## config.mk

```make
export PLATFORM = sky130hd
export DESIGN_NAME = mastermind
export DESIGN_NICKNAME = d
export VERILOG_FILES = /design/src/mastermind_pkg.sv /design/src/tick_gen.sv /design/src/debouncer.sv /design/src/guess_editor.sv /design/src/history.sv /design/src/referee.sv /design/src/ssd_driver.sv /design/src/mastermind.sv
export VERILOG_INCLUDE_DIRS = /design/src /design/src/src
export SDC_FILE = /design/constraint.sdc
export NUM_CORES = 1
export LEC_CHECK = 0
export BUFFER_PORTS_ARGS = -buffer_cell sky130_fd_sc_hd__buf_2
export CAP_MARGIN = 20
export CORE_UTILIZATION = 60
export DETAILED_ROUTE_END_ITERATION = 10
export PLACE_DENSITY = 0.77
export SYNTH_ARGS = -nofsm -noshare
export SYNTH_HDL_FRONTEND = slang
export SYNTH_SLANG_ARGS = --single-unit
```

## constraint.sdc

```tcl
create_clock -name clk -period 11.9 [get_ports clk]
set_input_delay 2.38 -clock clk [delete_from_list [all_inputs] [get_ports clk]]
set_output_delay 2.38 -clock clk [all_outputs]
set_load 0.05 [all_outputs]
```

## src/mastermind_defines.svh

```systemverilog
`ifndef MASTERMIND_DEFINES_SVH
`define MASTERMIND_DEFINES_SVH

// game size
`define MM_PEGS             4
`define MM_TURNS            8

// divisors in clk cycles
`define MM_DEBOUNCE_DIV     4       // kept short for simulation
`define MM_BLINK_DIV        64      // half period of the cursor blink
`define MM_SCAN_DIV         8       // time each digit stays lit

// equal samples before a debounced level flips
`define MM_DEBOUNCE_DEPTH   3

`define MM_CODE_SEED        16'hb5a3

`endif

```

## src/mastermind_pkg.sv

```systemverilog
package mastermind_pkg;

    localparam int PEG_W   = 3;     // eight colors
    localparam int SCORE_W = 3;     // counts 0 to 4

    typedef logic [PEG_W-1:0] peg_t;

    // p0 sits in the low bits
    typedef struct packed {
        peg_t p3;
        peg_t p2;
        peg_t p1;
        peg_t p0;
    } code_t;

    typedef struct packed {
        logic [SCORE_W-1:0] exact;
        logic [SCORE_W-1:0] near;
    } score_t;

    typedef struct packed {
        code_t  guess;
        score_t score;
    } turn_rec_t;

    // debounced levels or press pulses, one bit per input
    typedef struct packed {
        logic mode;
        logic sel;
        logic right;
        logic left;
        logic up;
        logic down;
    } buttons_t;

endpackage

```

## src/tick_gen.sv

```systemverilog
`timescale 1ns/1ps
`include "mastermind_defines.svh"

module tick_gen (
    input  logic clk,
    input  logic reset,
    output logic debounce_tick,     // one cycle per debounce sample
    output logic blink_phase,       // cursor blink level
    output logic scan_tick          // one cycle per digit step
);

    localparam int DB_W    = $clog2(`MM_DEBOUNCE_DIV);
    localparam int BLINK_W = $clog2(`MM_BLINK_DIV);
    localparam int SCAN_W  = $clog2(`MM_SCAN_DIV);

    logic [DB_W-1:0]    db_cnt;
    logic [BLINK_W-1:0] blink_cnt;
    logic [SCAN_W-1:0]  scan_cnt;
    logic               blink_wrap;

    assign debounce_tick = (db_cnt == DB_W'(`MM_DEBOUNCE_DIV - 1));
    assign scan_tick     = (scan_cnt == SCAN_W'(`MM_SCAN_DIV - 1));
    assign blink_wrap    = (blink_cnt == BLINK_W'(`MM_BLINK_DIV - 1));

    always_ff @(posedge clk) begin
        if (reset) begin
            db_cnt      <= '0;
            blink_cnt   <= '0;
            scan_cnt    <= '0;
            blink_phase <= 1'b0;
        end else begin
            db_cnt    <= debounce_tick ? '0 : db_cnt + 1'b1;
            scan_cnt  <= scan_tick ? '0 : scan_cnt + 1'b1;
            blink_cnt <= blink_wrap ? '0 : blink_cnt + 1'b1;
            if (blink_wrap)
                blink_phase <= ~blink_phase;
        end
    end

    // enables must never stretch, or every consumer would double-step
    a_db_single: assert property (@(posedge clk) disable iff (reset)
        debounce_tick |=> !debounce_tick);
    a_scan_single: assert property (@(posedge clk) disable iff (reset)
        scan_tick |=> !scan_tick);

endmodule

```

## src/debouncer.sv

```systemverilog
`timescale 1ns/1ps
`include "mastermind_defines.svh"

module debouncer (
    input  logic clk,
    input  logic reset,
    input  logic tick,      // sample enable
    input  logic raw,       // straight from the pin
    output logic level,     // stable state
    output logic press      // pulse as level rises
);

    localparam int CNT_W = $clog2(`MM_DEBOUNCE_DEPTH + 1);

    logic [1:0]       sync;     // two-flop synchronizer
    logic [CNT_W-1:0] cnt;      // differing samples seen so far
    logic             settle;

    // last differing sample needed before the level may flip
    assign settle = tick && (sync[1] != level) &&
                    (cnt == CNT_W'(`MM_DEBOUNCE_DEPTH - 1));

    always_ff @(posedge clk) begin
        if (reset) begin
            sync  <= '0;
            cnt   <= '0;
            level <= 1'b0;
            press <= 1'b0;
        end else begin
            sync  <= {sync[0], raw};
            press <= settle && sync[1];
            if (tick) begin
                if (sync[1] == level)
                    cnt <= '0;      // bounce, start over
                else if (settle) begin
                    cnt   <= '0;
                    level <= sync[1];
                end else
                    cnt <= cnt + 1'b1;
            end
        end
    end

    a_press_pulse: assert property (@(posedge clk) disable iff (reset)
        press |=> !press);

endmodule

```

## src/guess_editor.sv

```systemverilog
`timescale 1ns/1ps

module guess_editor (
    input  logic                     clk,
    input  logic                     reset,
    input  logic                     mode,      // high in review
    input  mastermind_pkg::buttons_t presses,
    output mastermind_pkg::code_t    guess,
    output logic [1:0]               cursor     // 0 selects p0
);

    // pegs[0] is p0, same layout as code_t
    mastermind_pkg::peg_t [3:0] pegs;

    always_ff @(posedge clk) begin
        if (reset) begin
            pegs   <= '0;
            cursor <= '0;
        end else if (!mode) begin
            // two bit cursor wraps by itself
            if (presses.right)
                cursor <= cursor + 2'd1;
            else if (presses.left)
                cursor <= cursor - 2'd1;

            // colors step modulo 8
            if (presses.up)
                pegs[cursor] <= pegs[cursor] + 1'b1;
            else if (presses.down)
                pegs[cursor] <= pegs[cursor] - 1'b1;
        end
    end

    assign guess = mastermind_pkg::code_t'(pegs);

endmodule

```

## src/history.sv

```systemverilog
`timescale 1ns/1ps
`include "mastermind_defines.svh"

module history (
    input  logic                      clk,
    input  logic                      reset,
    input  logic                      mode,
    input  mastermind_pkg::buttons_t  presses,
    input  logic                      commit,
    input  logic                      new_game,
    input  mastermind_pkg::turn_rec_t record_in,
    output mastermind_pkg::turn_rec_t shown,
    output logic [2:0]                shown_turn,
    output logic                      full
);

    localparam int CNT_W = $clog2(`MM_TURNS + 1);

    mastermind_pkg::turn_rec_t mem [`MM_TURNS];
    logic [CNT_W-1:0]          count;   // committed turns
    logic [2:0]                last;    // newest committed turn
    logic [2:0]                view;    // browsed turn in review
    logic [2:0]                idx;

    assign full = (count == CNT_W'(`MM_TURNS));
    assign last = (count == '0) ? 3'd0 : 3'(count - 1'b1);
    assign idx  = mode ? view : last;

    // play shows the turn in progress but the score of the latest one
    assign shown      = (count == '0) ? '0 : mem[idx];
    assign shown_turn = mode ? view :
                        full ? 3'(`MM_TURNS - 1) : count[2:0];

    always_ff @(posedge clk) begin
        if (commit)
            mem[count[2:0]] <= record_in;
    end

    always_ff @(posedge clk) begin
        if (reset || new_game) begin
            count <= '0;
            view  <= '0;
        end else begin
            if (commit)
                count <= count + 1'b1;
            if (!mode)
                view <= last;       // review opens on the newest turn
            else if (presses.up && view != last)
                view <= view + 3'd1;
            else if (presses.down && view != 3'd0)
                view <= view - 3'd1;
        end
    end

    a_no_overflow: assert property (@(posedge clk) disable iff (reset)
        commit |-> !full);

endmodule

```

## src/referee.sv

```systemverilog
`timescale 1ns/1ps
`include "mastermind_defines.svh"

module referee (
    input  logic                     clk,
    input  logic                     reset,
    input  logic                     mode,
    input  mastermind_pkg::buttons_t presses,
    input  mastermind_pkg::code_t    guess,
    input  logic                     full,
    output mastermind_pkg::score_t   score,
    output logic                     commit,
    output logic                     new_game,
    output logic                     game_over,
    output logic                     won
);

    localparam logic [15:0] SEED = `MM_CODE_SEED;
    localparam int COLORS = 1 << mastermind_pkg::PEG_W;

    logic [15:0]                           lfsr;
    logic                                  lfsr_fb;
    mastermind_pkg::code_t                 secret;
    mastermind_pkg::peg_t [`MM_PEGS-1:0]   g_pegs;
    mastermind_pkg::peg_t [`MM_PEGS-1:0]   s_pegs;
    logic [mastermind_pkg::SCORE_W-1:0]    n_exact;
    logic [mastermind_pkg::SCORE_W-1:0]    n_common;    // color matches, any spot
    logic [mastermind_pkg::SCORE_W-1:0]    n_g;
    logic [mastermind_pkg::SCORE_W-1:0]    n_s;
    logic                                  solved;

    assign lfsr_fb = lfsr[15] ^ lfsr[13] ^ lfsr[12] ^ lfsr[10];  // taps 16 14 13 11
    assign g_pegs  = guess;
    assign s_pegs  = secret;

    always_comb begin
        n_exact  = '0;
        n_common = '0;
        n_g      = '0;
        n_s      = '0;
        for (int i = 0; i < `MM_PEGS; i++) begin
            if (g_pegs[i] == s_pegs[i])
                n_exact = n_exact + 1'b1;
        end
        for (int k = 0; k < COLORS; k++) begin
            n_g = '0;
            n_s = '0;
            for (int i = 0; i < `MM_PEGS; i++) begin
                if (g_pegs[i] == mastermind_pkg::PEG_W'(k))
                    n_g = n_g + 1'b1;
                if (s_pegs[i] == mastermind_pkg::PEG_W'(k))
                    n_s = n_s + 1'b1;
            end
            n_common = n_common + ((n_g < n_s) ? n_g : n_s);
        end
    end

    assign score.exact = n_exact;
    assign score.near  = n_common - n_exact;

    assign commit    = presses.sel && !mode && !game_over && !full;
    assign new_game  = presses.sel && game_over;
    assign game_over = solved || full;  // eighth commit ends it via full

    always_ff @(posedge clk) begin
        if (reset) begin
            lfsr   <= SEED;
            secret <= SEED[11:0];   // first game is predictable
            solved <= 1'b0;
            won    <= 1'b0;
        end else begin
            lfsr <= {lfsr[14:0], lfsr_fb};
            if (new_game) begin
                secret <= lfsr[11:0];
                solved <= 1'b0;
                won    <= 1'b0;
            end else if (commit && n_exact == mastermind_pkg::SCORE_W'(`MM_PEGS)) begin
                solved <= 1'b1;
                won    <= 1'b1;
            end
        end
    end

    a_excl: assert property (@(posedge clk) disable iff (reset)
        !(commit && new_game));

endmodule

```

## src/ssd_driver.sv

```systemverilog
`timescale 1ns/1ps

module ssd_driver (
    input  logic                   clk,
    input  logic                   reset,
    input  logic                   scan_tick,
    input  mastermind_pkg::score_t score,
    input  logic [2:0]             turn,
    input  logic                   game_over,
    input  logic                   won,
    output logic [7:0]             seg,     // {dp, g..a}, active low
    output logic [3:0]             an       // active low
);

    localparam logic [3:0] SYM_P     = 4'hd;
    localparam logic [3:0] SYM_BLANK = 4'he;
    localparam logic [3:0] SYM_F     = 4'hf;

    logic [1:0] digit;
    logic       active;     // stays low until the first scan tick
    logic [3:0] value;
    logic [6:0] pattern;

    always_ff @(posedge clk) begin
        if (reset) begin
            digit  <= '0;
            active <= 1'b0;
        end else if (scan_tick) begin
            active <= 1'b1;
            if (active)
                digit <= digit + 2'd1;
        end
    end

    always_comb begin
        case (digit)
            2'd0:    value = {1'b0, score.exact};
            2'd1:    value = {1'b0, score.near};
            2'd2:    value = {1'b0, turn} + 4'd1;   // turns count from 1
            default: value = !game_over ? SYM_BLANK : won ? SYM_P : SYM_F;
        endcase
        case (value)
            4'h0:    pattern = 7'b1000000;
            4'h1:    pattern = 7'b1111001;
            4'h2:    pattern = 7'b0100100;
            4'h3:    pattern = 7'b0110000;
            4'h4:    pattern = 7'b0011001;
            4'h5:    pattern = 7'b0010010;
            4'h6:    pattern = 7'b0000010;
            4'h7:    pattern = 7'b1111000;
            4'h8:    pattern = 7'b0000000;
            4'h9:    pattern = 7'b0010000;
            SYM_P:   pattern = 7'b0001100;
            SYM_F:   pattern = 7'b0001110;
            default: pattern = 7'b1111111;
        endcase
    end

    assign seg = {1'b1, pattern};   // dp never lit
    assign an  = active ? ~(4'b0001 << digit) : 4'b1111;

    a_one_cold: assert property (@(posedge clk) disable iff (reset)
        active |-> $onehot(~an));

endmodule

```

## src/mastermind.sv

```systemverilog
`timescale 1ns/1ps
`include "mastermind_defines.svh"

module mastermind (
    input  logic       clk,
    input  logic       reset,
    input  logic       sw,          // high for review
    input  logic       btn_s,       // select
    input  logic       btn_r,
    input  logic       btn_l,
    input  logic       btn_u,
    input  logic       btn_d,
    output logic [7:0] seg,
    output logic [3:0] an,
    output logic [2:0] rgb0_out,
    output logic [2:0] rgb1_out,
    output logic [2:0] rgb2_out,
    output logic [2:0] rgb3_out,
    output logic [7:0] sw_led       // leds above the switches
);

    logic                      debounce_tick;
    logic                      blink_phase;
    logic                      scan_tick;
    logic [5:0]                raw;
    logic [5:0]                level_bits;
    logic [5:0]                press_bits;
    mastermind_pkg::buttons_t  levels;
    mastermind_pkg::buttons_t  presses;
    mastermind_pkg::code_t     guess;
    logic [1:0]                cursor;
    mastermind_pkg::score_t    score;
    mastermind_pkg::turn_rec_t record_in;
    mastermind_pkg::turn_rec_t shown;
    logic [2:0]                shown_turn;
    logic                      full;
    logic                      commit;
    logic                      new_game;
    logic                      game_over;
    logic                      won;
    mastermind_pkg::peg_t [`MM_PEGS-1:0] guess_pegs;
    mastermind_pkg::peg_t [`MM_PEGS-1:0] shown_pegs;
    mastermind_pkg::peg_t [`MM_PEGS-1:0] rgb;

    tick_gen tick_gen0 (
        .clk(clk),
        .reset(reset),
        .debounce_tick(debounce_tick),
        .blink_phase(blink_phase),
        .scan_tick(scan_tick)
    );

    // bit order follows buttons_t, mode on top
    assign raw = {sw, btn_s, btn_r, btn_l, btn_u, btn_d};

    for (genvar i = 0; i < 6; i++) begin : g_db
        debouncer db (
            .clk(clk),
            .reset(reset),
            .tick(debounce_tick),
            .raw(raw[i]),
            .level(level_bits[i]),
            .press(press_bits[i])
        );
    end

    assign levels  = level_bits;
    assign presses = press_bits;

    guess_editor guess0 (
        .clk(clk),
        .reset(reset),
        .mode(levels.mode),
        .presses(presses),
        .guess(guess),
        .cursor(cursor)
    );

    assign record_in.guess = guess;
    assign record_in.score = score;

    history hist0 (
        .clk(clk),
        .reset(reset),
        .mode(levels.mode),
        .presses(presses),
        .commit(commit),
        .new_game(new_game),
        .record_in(record_in),
        .shown(shown),
        .shown_turn(shown_turn),
        .full(full)
    );

    referee ref0 (
        .clk(clk),
        .reset(reset),
        .mode(levels.mode),
        .presses(presses),
        .guess(guess),
        .full(full),
        .score(score),
        .commit(commit),
        .new_game(new_game),
        .game_over(game_over),
        .won(won)
    );

    ssd_driver ssd0 (
        .clk(clk),
        .reset(reset),
        .scan_tick(scan_tick),
        .score(shown.score),
        .turn(shown_turn),
        .game_over(game_over),
        .won(won),
        .seg(seg),
        .an(an)
    );

    assign guess_pegs = guess;
    assign shown_pegs = shown.guess;

    // review shows history, play shows the guess with a blinking cursor peg
    always_comb begin
        for (int p = 0; p < `MM_PEGS; p++) begin
            if (levels.mode)
                rgb[p] = shown_pegs[p];
            else if (blink_phase && cursor == 2'(p))
                rgb[p] = '0;
            else
                rgb[p] = guess_pegs[p];
        end
    end

    assign rgb0_out = rgb[0];
    assign rgb1_out = rgb[1];
    assign rgb2_out = rgb[2];
    assign rgb3_out = rgb[3];

    assign sw_led = game_over ? 8'hff : 8'b1 << shown_turn;    // all lit once over

endmodule

```

==> run summary <==
Via count = 10.4k
Die ar. = 24,200 µm²
Layout cells sized above 1 = 9.52%
Clk_skew = 0.0239 ns
Crit path cell chain = inv_1 -> ha_1 -> o21bai_1 -> o21ai_4 -> buf_4 -> mux2i_1 -> o22a_1 -> a311oi_2 -> o21ai_1 -> a21oi_1 -> a21oi_1 -> buf_2
DR pass1 iterations = 5
Leak Pwr = 0.00624 µW
Finish-stage setup viols = 0
Initial Utilization = 61.8%
Worst stage delay on the critical path = 0.85 ns
Syn Nets = 1,591
First-pass GRT wire length = 50.6 mm
Yosys reg bits = 244
Filler Cell Count = 1,782
Synth cell types = 68
Status = complete, no violations
Top delay family on crit path = compound AO/OA/AOI/OAI gates
Fin util = 67.4%
Synth area leader = edfxtp_1
Achievable frequency = 135 MHz
Syn Area/Cell = 9.62 µm²
Proportion of netlist area held by the largest area contributor = 30.6%
Slew headroom = 31.2%
Cts repair resizes = 0
Iteration-0 DRC count of the detailed router = 805
Core Area = 22,800 µm²
Antenna Nets Post-Route = 0
Warnings from Yosys = 0
Number of clock sinks = 244
Remaining DRCs = 0
Post-route setup TNS = 0 ns
Buf+Inv Stages, Crit Path = 3
Vias in the first global route = 10.3k
Largest net degree at the start of global routing = 84
Drt wl/cell = 17.1 µm
Ant. Diodes = 0
Arr. time, crit path = 5.00 ns
Area after DPL = 14,500 µm²
Tmin final = 7.38 ns
DP HPWL = 20.4 mm
Area growth, synth to finish = 8.97%
Hold Path Class = flip-flop to flip-flop
CP endpoint kind = output port
Total Nets Final = 1,595
Slew @ Worst Pin = 1.03 ns
EDFF count, synth = 144
Worst skew pair latency = 0.54 ns
Cts hold-fix bufs = 0
Cells after synthesis = 1,468
Setup Buffers After CTS = 0
Unrepaired setup endpoints after global routing = false
Via-to-Cell Ratio = 5.78
Total GRT Usage = 26.3%
Total I/O pin count = 40
CP Max Fanout = 25
Gpl congestion = 0.884
Critical path required time = 9.52 ns
CP Class = flip-flop to output port
Final Cycle Share = 62.0%
Final Hold Viols = 0
CTS tree = yes
Most common cell after layout, fill and taps aside = nand2_1
Die X = 155 µm
H-tree lvl count = 1
Max clock buf depth = 3
Max Cap Viol = 0
GRT overflow = 0
Slew Limit Fails = 0
Max VDD drop = 109 µV
Most used cell, CP = a21oi_1
Crit-path slowest cell = o21bai_1
Drt total wl = 31.0 mm
Height of the die = 155 µm
Ranking of synthesized cells by area = edfxtp_1 31%, dfxtp_1 14%, ha_1 9.3%
Clk root buf = clkbuf_16
Row count = 55
Initial antenna violation count = 0
Number of buffers created by CTS = 26
Mapped Area = 14,100 µm²
Cell area power density = 110 nW/µm²
Most frequent cells in the layout = 225 x nand2_1, 144 x edfxtp_1, 114 x nor2_1
Port Buf Inserts = 38
CP startpoint kind = flip-flop
Total power = 1700 µW
Post-synthesis sequential area ratio = 44.8%
Ys flop type = edfxtp_1
Async S/R FF share, synth = 0%
Cell area after layout = 15,400 µm²
Reg clk slew, reported paths = 0.06 ns
[worst paths after layout]
path	startpoint	endpoint	slack [ns]	depth (start not counted)
setup reg to reg	flip-flop	hist0.mem[1][2]$_DFFE_PP_	5.22	23
hold / removal	ref0.lfsr[14]$_SDFF_PP0_	ref0.lfsr[15]$_SDFF_PP1_	0.42	1
hold reg to reg	ref0.lfsr[14]$_SDFF_PP0_	ref0.lfsr[15]$_SDFF_PP1_	0.42	1
setup / recovery	hist0.count[1]$_SDFFE_PP0P_	seg[6]	4.52	12
[layer usage]
layer,routed length [µm],track usage (%),vias up,share of wire [%]
met2,15100,45.7,319,49
li1,-,-,5070,-
met1,13000,33.7,4976,42
met4,956,9.38,0,3.1
met3,1930,3.23,69,6.2
met5,0,0,-,0
[cells by family after synthesis]
group,Yosys count,share of synthesized area (%)
buffers and inverters,184,5.05
other,1,0.0266
and+or+nand+nor,571,19.6
muxes,55,4.37
adders and majority gates,115,10.7
AOI/OAI and AO/OA,196,9.14
xor gates and xnor gates,102,6.33
DFF,244,44.8
[stage by stage]
stage	setup slack (ns)	hold slack [ns]	std cells
global route	4.14	0.440	1805
global placement	5.10	0.395	1755
finish	4.52	0.416	1805
floorplan	5.58	0.389	1468
detailed placement	4.85	0.399	1755
CTS	4.28	0.422	1803
[cells in the mapped netlist, drive strengths merged, types with 5 or more instances]
cell	instances
a311oi	13
nor3b	16
nor2b	20
clkbuf	57
mux2i	38
nand4	5
nor4	5
o21ai	45
nand2	225
xor2	44
nand4bb	5
nand4b	5
or3	8
dfxtp	100
nand3b	25
nand3	56
mux2	13
nor3	12
fa	10
or2	16
o2111ai	11
inv	103
ha	105
xnor2	58
edfxtp	144
buf	23
and3	22
nand2b	14
a31oi	13
o211ai	15
and2	10
nor2	115
a21oi	62
[sequential cells by signal, summed over array words and instances, names as in the netlist, named ones only]
register,count
hist0.mem,144
ref0.lfsr,16
g_db.db.cnt,12
g_db.db.sync,12
ref0.s_pegs,12
guess0.guess,8
g_db.db.level,6
tick_gen0.blink_cnt,6
g_db.db.press,5
hist0.count,4
hist0.view,3
tick_gen0.scan_cnt,3
guess0.cursor,2
ssd0.digit,2
tick_gen0.db_cnt,2
ref0.won,1
ssd0.active,1
tick_gen0.blink_phase,1
[area by class of cell]
cell class | instances | area [µm²] | area share (%)
flip-flops and latches | 244 | 6330 | 41.1
clock inverters | 7 | 66.3 | 0.431
inverters | 104 | 390 | 2.54
clock buffers | 41 | 768 | 4.99
well taps | 313 | 392 | 2.54
multi-input cells | 1040 | 7120 | 46.2
repair buffers | 56 | 329 | 2.14
[where the power goes]
group,switching [µW],internal (µW),total (µW)
Combinational,12.3,9.03,21.4
Clock,330,448,778
Sequential,3.94,893,897
No activity file was read; power rests on OpenSTA's default activity.
